File: config.mk
export PLATFORM = sky130hd
export DESIGN_NAME = mipsControlUnit
export DESIGN_NICKNAME = d
export VERILOG_FILES = /design/src/verilog/controlPkg.sv /design/src/verilog/mipsIsaPkg.sv /design/src/verilog/controlSequencer.sv /design/src/verilog/datapathControlDecode.sv /design/src/verilog/instrClassifier.sv /design/src/verilog/mipsControlUnit.sv
export SDC_FILE = /design/constraint.sdc
export NUM_CORES = 1
export LEC_CHECK = 0
export ABC_CLOCK_PERIOD_IN_PS = 3500
export BUFFER_PORTS_ARGS = -buffer_cell sky130_fd_sc_hd__buf_2
export CELL_PAD_IN_SITES_DETAIL_PLACEMENT = 1
export CELL_PAD_IN_SITES_GLOBAL_PLACEMENT = 1
export CORE_MARGIN = 4
export CORE_UTILIZATION = 31
export CTS_CLUSTER_DIAMETER = 80
export DETAILED_ROUTE_END_ITERATION = 10
export PLACE_DENSITY_LB_ADDON = 0.12
export SLEW_MARGIN = 10
export SYNTH_ARGS = -nofsm -noshare
export SYNTH_HDL_FRONTEND = slang
export SYNTH_SLANG_ARGS = --single-unit
export TNS_END_PERCENT = 5
File: constraint.sdc
create_clock -name clk -period 3.5 [get_ports clk]
set_input_delay 0.525 -clock clk [delete_from_list [all_inputs] [get_ports clk]]
set_output_delay 0.525 -clock clk [all_outputs]
set_load 0.1 [all_outputs]
File: src/verilog/controlPkg.sv
`default_nettype none

package controlPkg;

    localparam int stateWidth   = 5;
    localparam int addrSrcWidth = 2;
    localparam int srcBWidth    = 2;
    localparam int aluOpWidth   = 3;
    localparam int pcSrcWidth   = 2;
    localparam int dstWidth     = 2;
    localparam int dataSrcWidth = 2;

    // shared prologue
    localparam logic [stateWidth-1:0] stStackInit   = 5'd0;
    localparam logic [stateWidth-1:0] stFetchAddr   = 5'd1;
    localparam logic [stateWidth-1:0] stFetchWait   = 5'd2;
    localparam logic [stateWidth-1:0] stFetchLoad   = 5'd3;
    localparam logic [stateWidth-1:0] stDecode      = 5'd4;
    // alu instructions
    localparam logic [stateWidth-1:0] stAluExec     = 5'd5;
    localparam logic [stateWidth-1:0] stAluWrite    = 5'd6;
    localparam logic [stateWidth-1:0] stAluWriteImm = 5'd7;
    // memory
    localparam logic [stateWidth-1:0] stMemAddr     = 5'd8;
    localparam logic [stateWidth-1:0] stLoadRead    = 5'd9;
    localparam logic [stateWidth-1:0] stLoadWait    = 5'd10;
    localparam logic [stateWidth-1:0] stLoadCapture = 5'd11;
    localparam logic [stateWidth-1:0] stLoadWrite   = 5'd12;
    localparam logic [stateWidth-1:0] stStoreWrite  = 5'd13;
    // control transfer
    localparam logic [stateWidth-1:0] stBranch      = 5'd14;
    localparam logic [stateWidth-1:0] stJalLink     = 5'd15;
    localparam logic [stateWidth-1:0] stJump        = 5'd16;
    // exception entry
    localparam logic [stateWidth-1:0] stExcSave     = 5'd17;
    localparam logic [stateWidth-1:0] stExcWait     = 5'd18;
    localparam logic [stateWidth-1:0] stExcLoad     = 5'd19;
    localparam logic [stateWidth-1:0] stExcJump     = 5'd20; // highest code in use

    // memory address mux
    localparam logic [addrSrcWidth-1:0] addrPc          = 2'd0;
    localparam logic [addrSrcWidth-1:0] addrAluOut      = 2'd1;
    localparam logic [addrSrcWidth-1:0] addrVecInvalid  = 2'd2;
    localparam logic [addrSrcWidth-1:0] addrVecOverflow = 2'd3;

    // alu operand b mux
    localparam logic [srcBWidth-1:0] srcBReg       = 2'd0;
    localparam logic [srcBWidth-1:0] srcBFour      = 2'd1;
    localparam logic [srcBWidth-1:0] srcBImm       = 2'd2;
    localparam logic [srcBWidth-1:0] srcBBranchOff = 2'd3; // sign extended, shifted by 2

    localparam logic [aluOpWidth-1:0] aluAdd = 3'b001;
    localparam logic [aluOpWidth-1:0] aluSub = 3'b010;

    // next pc mux
    localparam logic [pcSrcWidth-1:0] pcFromAlu       = 2'd0;
    localparam logic [pcSrcWidth-1:0] pcFromAluOut    = 2'd1;
    localparam logic [pcSrcWidth-1:0] pcFromJump      = 2'd2;
    localparam logic [pcSrcWidth-1:0] pcFromException = 2'd3; // handler address from mdr

    // register file write port
    localparam logic [dstWidth-1:0] dstRt = 2'd0;
    localparam logic [dstWidth-1:0] dstRd = 2'd1;
    localparam logic [dstWidth-1:0] dstRa = 2'd2;
    localparam logic [dstWidth-1:0] dstSp = 2'd3;

    localparam logic [dataSrcWidth-1:0] dataAluOut = 2'd0;
    localparam logic [dataSrcWidth-1:0] dataMem    = 2'd1;
    localparam logic [dataSrcWidth-1:0] dataPc     = 2'd2;
    localparam logic [dataSrcWidth-1:0] dataSpInit = 2'd3;

endpackage

`default_nettype wire

File: src/verilog/mipsIsaPkg.sv
`default_nettype none

package mipsIsaPkg;

    localparam int fieldWidth = 6;
    localparam int classWidth = 4;

    // opcode field, bits 31:26 of the instruction
    localparam logic [fieldWidth-1:0] opSpecial = 6'h00; // R-type, funct decides
    localparam logic [fieldWidth-1:0] opJ       = 6'h02;
    localparam logic [fieldWidth-1:0] opJal     = 6'h03;
    localparam logic [fieldWidth-1:0] opBeq     = 6'h04;
    localparam logic [fieldWidth-1:0] opBne     = 6'h05;
    localparam logic [fieldWidth-1:0] opAddi    = 6'h08;
    localparam logic [fieldWidth-1:0] opAddiu   = 6'h09;
    localparam logic [fieldWidth-1:0] opLw      = 6'h23;
    localparam logic [fieldWidth-1:0] opSw      = 6'h2b;

    // funct field, bits 5:0
    localparam logic [fieldWidth-1:0] functAdd  = 6'h20;

    // instruction classes seen by the sequencer
    localparam logic [classWidth-1:0] clsAdd     = 4'd0;
    localparam logic [classWidth-1:0] clsAddi    = 4'd1;
    localparam logic [classWidth-1:0] clsAddiu   = 4'd2;
    localparam logic [classWidth-1:0] clsLoad    = 4'd3;
    localparam logic [classWidth-1:0] clsStore   = 4'd4;
    localparam logic [classWidth-1:0] clsBeq     = 4'd5;
    localparam logic [classWidth-1:0] clsBne     = 4'd6;
    localparam logic [classWidth-1:0] clsJump    = 4'd7;
    localparam logic [classWidth-1:0] clsJal     = 4'd8;
    localparam logic [classWidth-1:0] clsInvalid = 4'd15; // anything unsupported

endpackage

`default_nettype wire
File: src/verilog/controlSequencer.sv
`timescale 1ns/1ps
`default_nettype none

module controlSequencer import mipsIsaPkg::*, controlPkg::*; (
    input  wire logic                  clk,
    input  wire logic                  rst,
    input  wire logic [classWidth-1:0] instrClass,
    input  wire logic                  overflow,
    output logic      [stateWidth-1:0] state,
    output logic                       excOverflow, // exception came from the alu
    output logic                       branchNe,
    output logic                       aluImm
);

    logic [stateWidth-1:0] nextState;
    logic                  ovfTrap;

    // addiu wraps silently
    assign ovfTrap = overflow && (instrClass != clsAddiu);

    always_comb begin
        case (state)
            stStackInit:   nextState = stFetchAddr;
            stFetchAddr:   nextState = stFetchWait;
            stFetchWait:   nextState = stFetchLoad;
            stFetchLoad:   nextState = stDecode;
            stDecode: begin
                case (instrClass)
                    clsAdd, clsAddi, clsAddiu: nextState = stAluExec;
                    clsLoad, clsStore:         nextState = stMemAddr;
                    clsBeq, clsBne:            nextState = stBranch;
                    clsJump:                   nextState = stJump;
                    clsJal:                    nextState = stJalLink;
                    default:                   nextState = stExcSave;
                endcase
            end
            stAluExec: begin
                if (ovfTrap) begin
                    nextState = stExcSave;
                end else if (instrClass == clsAdd) begin
                    nextState = stAluWrite;
                end else begin
                    nextState = stAluWriteImm;
                end
            end
            stMemAddr: begin
                if (instrClass == clsStore) begin
                    nextState = stStoreWrite;
                end else begin
                    nextState = stLoadRead;
                end
            end
            stLoadRead:    nextState = stLoadWait;
            stLoadWait:    nextState = stLoadCapture;
            stLoadCapture: nextState = stLoadWrite;
            stJalLink:     nextState = stJump;
            stExcSave:     nextState = stExcWait;
            stExcWait:     nextState = stExcLoad;
            stExcLoad:     nextState = stExcJump;
            stAluWrite, stAluWriteImm, stLoadWrite, stStoreWrite,
            stBranch, stJump, stExcJump: begin
                nextState = stFetchAddr;
            end
            default:       nextState = stStackInit;
        endcase
    end

    always_ff @(posedge clk) begin
        if (rst) begin
            state       <= stStackInit;
            excOverflow <= 1'b0;
            branchNe    <= 1'b0;
            aluImm      <= 1'b0;
        end else begin
            state <= nextState;
            // per-instruction flags held through execute
            if (state == stDecode) begin
                branchNe <= (instrClass == clsBne);
                aluImm   <= (instrClass == clsAddi) || (instrClass == clsAddiu);
            end
            if (nextState == stExcSave) begin
                excOverflow <= (state == stAluExec);
            end
        end
    end

    stateDefined: assert property (@(posedge clk) disable iff (rst) state <= stExcJump);

endmodule

`default_nettype wire

File: src/verilog/datapathControlDecode.sv
`timescale 1ns/1ps
`default_nettype none

module datapathControlDecode import controlPkg::*; (
    input  wire logic                    clk,
    input  wire logic [stateWidth-1:0]   state,
    input  wire logic                    excOverflow,
    input  wire logic                    branchNe,
    input  wire logic                    aluImm,
    output logic                         pcWrite,
    output logic                         pcWriteCond,
    output logic                         branchOnNotEqual,
    output logic                         memWrite,
    output logic                         irWrite,
    output logic                         regWrite,
    output logic                         operandLoad,
    output logic                         aluSrcA,
    output logic                         aluOutWrite,
    output logic                         epcWrite,
    output logic                         mdrLoad,
    output logic      [addrSrcWidth-1:0] addrSrc,
    output logic      [srcBWidth-1:0]    aluSrcB,
    output logic      [aluOpWidth-1:0]   aluOp,
    output logic      [pcSrcWidth-1:0]   pcSrc,
    output logic      [dstWidth-1:0]     regDst,
    output logic      [dataSrcWidth-1:0] regDataSrc
);

    logic [addrSrcWidth-1:0] excVector;

    assign excVector = excOverflow ? addrVecOverflow : addrVecInvalid;

    always_comb begin
        pcWrite          = 1'b0;
        pcWriteCond      = 1'b0;
        branchOnNotEqual = 1'b0;
        memWrite         = 1'b0;
        irWrite          = 1'b0;
        regWrite         = 1'b0;
        operandLoad      = 1'b0;
        aluSrcA          = 1'b0; // pc
        aluOutWrite      = 1'b0;
        epcWrite         = 1'b0;
        mdrLoad          = 1'b0;
        addrSrc          = addrPc;
        aluSrcB          = srcBReg;
        aluOp            = '0;
        pcSrc            = pcFromAlu;
        regDst           = dstRt;
        regDataSrc       = dataAluOut;

        case (state)
            stStackInit: begin
                regWrite   = 1'b1;
                regDst     = dstSp;
                regDataSrc = dataSpInit;
            end
            stFetchAddr: begin
                pcWrite = 1'b1; // pc + 4
                aluSrcB = srcBFour;
                aluOp   = aluAdd;
            end
            stFetchLoad: irWrite = 1'b1;
            stDecode: begin
                operandLoad = 1'b1;
                aluOutWrite = 1'b1; // branch target, used only by stBranch
                aluSrcB     = srcBBranchOff;
                aluOp       = aluAdd;
            end
            stAluExec: begin
                aluSrcA     = 1'b1;
                aluSrcB     = aluImm ? srcBImm : srcBReg;
                aluOp       = aluAdd;
                aluOutWrite = 1'b1;
            end
            stAluWrite: begin
                regWrite = 1'b1;
                regDst   = dstRd;
            end
            stAluWriteImm: regWrite = 1'b1;
            stMemAddr: begin
                aluSrcA     = 1'b1;
                aluSrcB     = srcBImm;
                aluOp       = aluAdd;
                aluOutWrite = 1'b1;
            end
            stLoadRead, stLoadWait: addrSrc = addrAluOut;
            stLoadCapture: begin
                addrSrc = addrAluOut;
                mdrLoad = 1'b1;
            end
            stLoadWrite: begin
                regWrite   = 1'b1;
                regDataSrc = dataMem;
            end
            stStoreWrite: begin
                memWrite = 1'b1;
                addrSrc  = addrAluOut;
            end
            stBranch: begin
                aluSrcA          = 1'b1;
                aluOp            = aluSub; // zero flag compares rs and rt
                pcSrc            = pcFromAluOut;
                pcWriteCond      = 1'b1;
                branchOnNotEqual = branchNe;
            end
            stJalLink: begin
                regWrite   = 1'b1;
                regDst     = dstRa;
                regDataSrc = dataPc;
            end
            stJump: begin
                pcWrite = 1'b1;
                pcSrc   = pcFromJump;
            end
            stExcSave: begin
                epcWrite = 1'b1; // epc gets pc - 4
                aluSrcB  = srcBFour;
                aluOp    = aluSub;
                addrSrc  = excVector;
            end
            stExcWait: addrSrc = excVector;
            stExcLoad: begin
                addrSrc = excVector;
                mdrLoad = 1'b1;
            end
            stExcJump: begin
                pcWrite = 1'b1;
                pcSrc   = pcFromException;
            end
            default: begin
            end
        endcase
    end

    pcWriteExclusive: assert property (@(posedge clk) !(pcWrite && pcWriteCond));

    memIrExclusive: assert property (@(posedge clk) !(memWrite && irWrite));

    // a store never also writes the register file
    memRegExclusive: assert property (@(posedge clk) !(regWrite && memWrite));

endmodule

`default_nettype wire

File: src/verilog/instrClassifier.sv
`timescale 1ns/1ps
`default_nettype none

module instrClassifier import mipsIsaPkg::*; (
    input  wire logic [fieldWidth-1:0] opcode,
    input  wire logic [fieldWidth-1:0] funct,
    output logic      [classWidth-1:0] instrClass
);

    logic [classWidth-1:0] specialClass;

    // only add is supported among the R-type functs
    always_comb begin
        if (funct == functAdd) begin
            specialClass = clsAdd;
        end else begin
            specialClass = clsInvalid;
        end
    end

    always_comb begin
        case (opcode)
            opSpecial: begin
                instrClass = specialClass;
            end
            opAddi: begin
                instrClass = clsAddi;
            end
            opAddiu: begin
                instrClass = clsAddiu;
            end
            opLw: begin
                instrClass = clsLoad;
            end
            opSw: begin
                instrClass = clsStore;
            end
            opBeq: begin
                instrClass = clsBeq;
            end
            opBne: begin
                instrClass = clsBne;
            end
            opJ: begin
                instrClass = clsJump;
            end
            opJal: begin
                instrClass = clsJal;
            end
            default: begin
                instrClass = clsInvalid; // raises the invalid opcode exception
            end
        endcase
    end

endmodule

`default_nettype wire

File: src/verilog/mipsControlUnit.sv
`timescale 1ns/1ps
`default_nettype none

module mipsControlUnit import mipsIsaPkg::*, controlPkg::*; (
    input  wire logic                    clk,
    input  wire logic                    rst,
    input  wire logic [fieldWidth-1:0]   opcode,
    input  wire logic [fieldWidth-1:0]   funct,
    input  wire logic                    overflow,
    output logic                         pcWrite,
    output logic                         pcWriteCond,
    output logic                         branchOnNotEqual,
    output logic                         memWrite,
    output logic                         irWrite,
    output logic                         regWrite,
    output logic                         operandLoad,
    output logic                         aluSrcA,
    output logic                         aluOutWrite,
    output logic                         epcWrite,
    output logic                         mdrLoad,
    output logic      [addrSrcWidth-1:0] addrSrc,
    output logic      [srcBWidth-1:0]    aluSrcB,
    output logic      [aluOpWidth-1:0]   aluOp,
    output logic      [pcSrcWidth-1:0]   pcSrc,
    output logic      [dstWidth-1:0]     regDst,
    output logic      [dataSrcWidth-1:0] regDataSrc
);

    logic [classWidth-1:0] instrClass;
    logic [stateWidth-1:0] state;
    logic                  excOverflow;
    logic                  branchNe;
    logic                  aluImm;

    instrClassifier classifier0 (
        .opcode     (opcode),
        .funct      (funct),
        .instrClass (instrClass)
    );

    controlSequencer sequencer0 (
        .clk         (clk),
        .rst         (rst),
        .instrClass  (instrClass),
        .overflow    (overflow),
        .state       (state),
        .excOverflow (excOverflow),
        .branchNe    (branchNe),
        .aluImm      (aluImm)
    );

    datapathControlDecode decode0 (
        .clk              (clk),
        .state            (state),
        .excOverflow      (excOverflow),
        .branchNe         (branchNe),
        .aluImm           (aluImm),
        .pcWrite          (pcWrite),
        .pcWriteCond      (pcWriteCond),
        .branchOnNotEqual (branchOnNotEqual),
        .memWrite         (memWrite),
        .irWrite          (irWrite),
        .regWrite         (regWrite),
        .operandLoad      (operandLoad),
        .aluSrcA          (aluSrcA),
        .aluOutWrite      (aluOutWrite),
        .epcWrite         (epcWrite),
        .mdrLoad          (mdrLoad),
        .addrSrc          (addrSrc),
        .aluSrcB          (aluSrcB),
        .aluOp            (aluOp),
        .pcSrc            (pcSrc),
        .regDst           (regDst),
        .regDataSrc       (regDataSrc)
    );

endmodule

`default_nettype wire

* Word-level counts from Yosys, hierarchy flattened
Memory sizes are Yosys's and may differ from the RTL's. Index checks and enable logic that the tools add are counted.
Cells by class: equality and inequality tests 35, muxes and demuxes 25, reduce and logical (&&, ||, !) cells 16
Operator list (number):
- 5-bit one-hot mux with 14 select lines | 1
- 5-bit by 4-bit == test with 1-bit output (second input constant) | 8
- 4-bit one-hot mux with 9 select lines | 1
- 5-bit == test (second input constant) | 6
- 5-bit by 3-bit == test with 1-bit output (second input constant) | 4
- 6-bit == test (second input constant) | 3
- 2-bit one-hot mux with 3 select lines | 3
- 1-bit two-way mux | 13
- 6-bit by 2-bit == test with 1-bit output (second input constant) | 2
- 6-bit by 3-bit == test with 1-bit output (second input constant) | 2
- 6-bit by 4-bit == test with 1-bit output (second input constant) | 2
- 3-bit OR reduction | 4
- 5-bit by 2-bit == test with 1-bit output (second input constant) | 2
- 4-bit by 3-bit == test with 1-bit output (second input constant) | 2
- 2-bit one-hot mux with 2 select lines | 2
- 2-bit one-hot mux with 4 select lines | 1
- 4-bit OR reduction | 2
- 8-bit OR reduction | 1
- 6-bit zero test | 1
- 2-bit OR reduction | 3
- 5-bit by 1-bit == test with 1-bit output (second input constant) | 1
- 5-bit zero test | 1
- 5-bit two-way mux | 1
- 5-bit OR reduction | 1
- other kinds (9) | 9
Word-level totals: bits in registers 8, ROM bits 80, bits of input ports 15, memories kept 1
Memory list:
- (no name shown) | words 16, width 5, rd ports 1, clocked after Yosys merged registers in 0, write ports 0, line controlSequencer.sv:28 | case (instrClass)

* Longest topological paths before layout
word-level depth 8, gate-level depth with buffers 14, gate-level depth less buffers 13

* By module
From an unflattened synthesis, not the netlist that was laid out.
Unflattened totals: cell total of the unflattened synthesis 191, area total of the unflattened synthesis 1401.3 um^2
By module, submodules not included:
- controlSequencer | times used 1, cells an instance 90, area an instance 747.0 um^2, sequential area each 160.2 um^2
- datapathControlDecode | times used 1, cells an instance 64, area an instance 390.4 um^2, sequential area each 0.0 um^2
- instrClassifier | times used 1, cells an instance 37, area an instance 264.0 um^2, sequential area each 0.0 um^2

* Worst setup path before layout
No wires, ideal clock.
path kind reg-to-output, start point register sequencer0.state[0], end point output branchOnNotEqual, data arrival time 4.652 ns, data required time 2.975 ns, slack -1.677 ns, cell stages (with the launch flop) 5, buffers on the path 2, path through dfxtp_1 > clkbuf_1 > clkbuf_1 > nor4_1 > and2_1
On the way: longest elaborated chain between the ends 2
RTL lines:
- start, declared | line controlSequencer.sv:9 | output logic [stateWidth-1:0] state,
- start signal, assigned | line controlSequencer.sv:70 | state <= stStackInit;
- start signal, assigned | line controlSequencer.sv:75 | state <= nextState;
- 5-bit by 4-bit == test with 1-bit output | line datapathControlDecode.sv:52 | case (state)
- 1-bit two-way mux | line datapathControlDecode.sv:52
- end, declared | line mipsControlUnit.sv:12 | output logic branchOnNotEqual,
Every way passes these cells.

* Worst setup path after layout
start point input opcode[5], end point register sequencer0.excOverflow
On the way: longest elaborated chain between the ends 7, elaborated cells between the ends (all ways) 20, classes of those cells eq/ne: 11; mux: 5; reduce/logical: 3; memory: 1
RTL lines:
- start, declared | line mipsControlUnit.sv:7 | input wire logic [fieldWidth-1:0] opcode,
- 6-bit by 2-bit == test with 1-bit output (tied with other cells) | line instrClassifier.sv:22 | case (opcode)
- 4-bit one-hot mux with 9 select lines * | line instrClassifier.sv:22
- branches (longest 3 deep; another with memory read 16 x 5 bit)
- 5-bit one-hot mux with 14 select lines * | line controlSequencer.sv:22 | case (state)
- 5-bit == test * | line controlSequencer.sv:81 | if (nextState == stExcSave) begin
- end signal, assigned | line controlSequencer.sv:82 | excOverflow <= (state == stAluExec);
- end, declared | line controlSequencer.sv:10 | output logic excOverflow,
Mark *: on every way between the ends. A chain may end at the register's enable or synchronous reset.

==> results.ini <==
[die]
die_h_um = 70.3
initial_core_util = 0.324
num_rows = 22
core_sq_um = 3720
die-area_sq_um = 4940
die-width_um = 70.3
io-pin-count = 39

[setup_path]
start_kind = primary input
timing.critical_path.from = opcode[5]
r2r-end = sequencer0.excOverflow
rr_worst_depth = 7
worstPathMaxFanout = 8
crit_end = sequencer0.excOverflow
endpoint_kind = flip-flop
worstReg2RegStart = sequencer0.state[2]
critPathKind = in2reg
worstPathRequired_ns = 3.60
reg2reg_slack_ns = 1.02
critPathArrivalTime_ns = 3.32

[clock_network]
path_clk_slew_ns = 0.04
ctsLongestPathBuffers = 2
tritoncts = done
root_buffer = clkbuf_8
htreeDepth = 1
cts_sinks = 8
numCtsBuffers = 3
insertion_delay_ns = 0.24

[final_layout]
final_area_sq_um = 1490
final_core_util = 0.401
syn_to_final_growth_pct = 23.7
layout_common_cells = 37 x buf_2, 25 x nor2_1, 18 x nand2_1, 11 x a21oi_1
finalNetCount = 234
final_common_cell = buf_2
drive_gt1_frac = 0.264
antenna_cells = 0

[synth]
synth.top_cell.area_share = 0.133
syn_nets = 200
ys_types = 52
ys_async_sr_fraction = 0
synthFlopType = dfxtp_1
ys_ff_latch = 8
synth_top_cell_by_area = dfxtp_1
ys_top_cells_by_area = dfxtp_1 13%, nor2_1 7.8%, nand2_1 5.6%
synth_edf_count = 0
ys.warnings.count = 0
syn-cell-area_sq_um = 1200
syn_inst = 180
syn_area_per_cell_sq_um = 6.69
seq_area_frac_synth = 0.133

[place]
port_buffers = 37
gp_congestion = 0.974
dp_worst_setup_slack_ns = 0.00785
dpl_cell_area_sq_um = 1440
dp_hpwl_mm = 3.37

[timing]
setup_viol = 0
period_share = 0.921
fin_skew_ns = 0.00834
max_freq_mhz = 310
period_needed_ns = 3.22
postLayoutSetupSlackWorst_ns = 0.277
tightest_slew_ns = 0.690
relSlewSlack = 0.536
rsz0062_at_grt = false
hold_slack_ns = 0.495
slew_viol_final = 0
finalHoldViolCount = 0

[pwr]
peakVddDrop_mv = 0.502
p_leak_nw = 0.661
power_density_nw_per_um2 = 960
power_mw = 1.43

[routing]
postRouteAntennaNets = 0
drt_first_pass_iters = 4
routed_wl_mm = 4.25
vias_per_cell = 5.65
route.detailed.drc = 0
via_count = 1468
drtIter0Drc = 93
wl_per_cell_um = 16.3

[min_path]
hold_path_class = reg2reg

[run]
max_cap_violations = 0

[global_route]
grt_pass1_vias = 1461
grt_overflow = 0
grt_first_pass_wirelength_mm = 7.07
grtUsageTotal = 0.171
antenna_found_initial = 0
grt_max_degree = 24

[run_status]
status = completed

==> what timing repair did <==
| action | 4_1_cts | 5_1_grt |
|---|---|---|
| endpoints found under the setup margin | 0 | 1 |
| resized for setup | 0 | 1 |
| hold buffers | 0 | 0 |
| buffers inserted | 0 | 0 |
==> worst max-delay path: stages <==
cell       delay [ns]
buf_2            0.14
or3_1            0.44
a2111oi_2        0.46
a311oi_4         0.08
o41ai_1          0.11
a21o_1           0.19
inv_1            0.08
ha_1             0.20
a21oi_1          0.15
o21ai_0          0.11
a221oi_2         0.32
a2111oi_2        0.09
a311oi_1         0.30
a311oi_1         0.13
==> per-stage QoR <==
stage / setup TNS, ns / cells
after floorplan: -1.97 / 180
after global placement: 0 / 257
after detailed placement: 0 / 257
after CTS: 0 / 260
after global routing: 0 / 260
final: 0 / 260
==> how the worst min path moves through the flow <==
stage,endpoint,from,depth (start not counted)
global route,sequencer0.aluImm,rst,2
global placement,sequencer0.branchNe,sequencer0.branchNe,2
detailed placement,sequencer0.branchNe,sequencer0.branchNe,2
finish,sequencer0.branchNe,sequencer0.branchNe,2
floorplan,sequencer0.branchNe,sequencer0.branchNe,2
CTS,sequencer0.branchNe,sequencer0.branchNe,2
==> cells in the mapped netlist (all sizes together) (5+ instances only) <==
library cell	instances
ha	5
clkbuf	10
nor3	10
nor2	25
dfxtp	8
a21oi	11
a21o	5
o21ai	6
inv	7
nand2	18
nand2b	10
==> routing by layer <==
layer / part of all wire / track usage / vias up
met4: 0.010 / 0.0404 / 0
met3: 0.035 / 0.0187 / 4
met1: 0.45 / 0.216 / 713
li1: - / - / 719
met2: 0.50 / 0.305 / 32
met5: 0 / 0 / -
==> power breakdown <==
group	total, mW	internal [mW]	switching (mW)
sequential	0.156	0.108	0.0479
combinational	1.16	0.218	0.942
clock	0.113	0.0747	0.0384
total	1.43	0.401	1.03
==> final cells by class <==
| class | count | area, sq um |
|---|---|---|
| fillers | 518 | 2230 |
| well taps | 48 | 60.1 |
| flip-flops and latches | 8 | 160 |
| clock buffers | 3 | 41.3 |
| multi-input cells | 151 | 971 |
| repair buffers | 43 | 230 |
| inverters | 7 | 26.3 |
==> sequential cells by signal, indices dropped and copies added, names as in the netlist <==
register	flops
sequencer0.state	5
sequencer0.excOverflow	1
sequencer0.aluImm	1
sequencer0.branchNe	1
==> cells by family after synthesis <==
| family | count (synthesis) | share of synthesized area |
|---|---|---|
| simple gates | 87 | 0.362 |
| mux | 1 | 0.00832 |
| fa+ha+maj | 5 | 0.0520 |
| flops | 8 | 0.133 |
| compound gates | 52 | 0.330 |
| other cells | 1 | 0.00312 |
| xor+xnor | 5 | 0.0364 |
| buf+inv | 21 | 0.0759 |
Power figures use the tool's default switching activity.
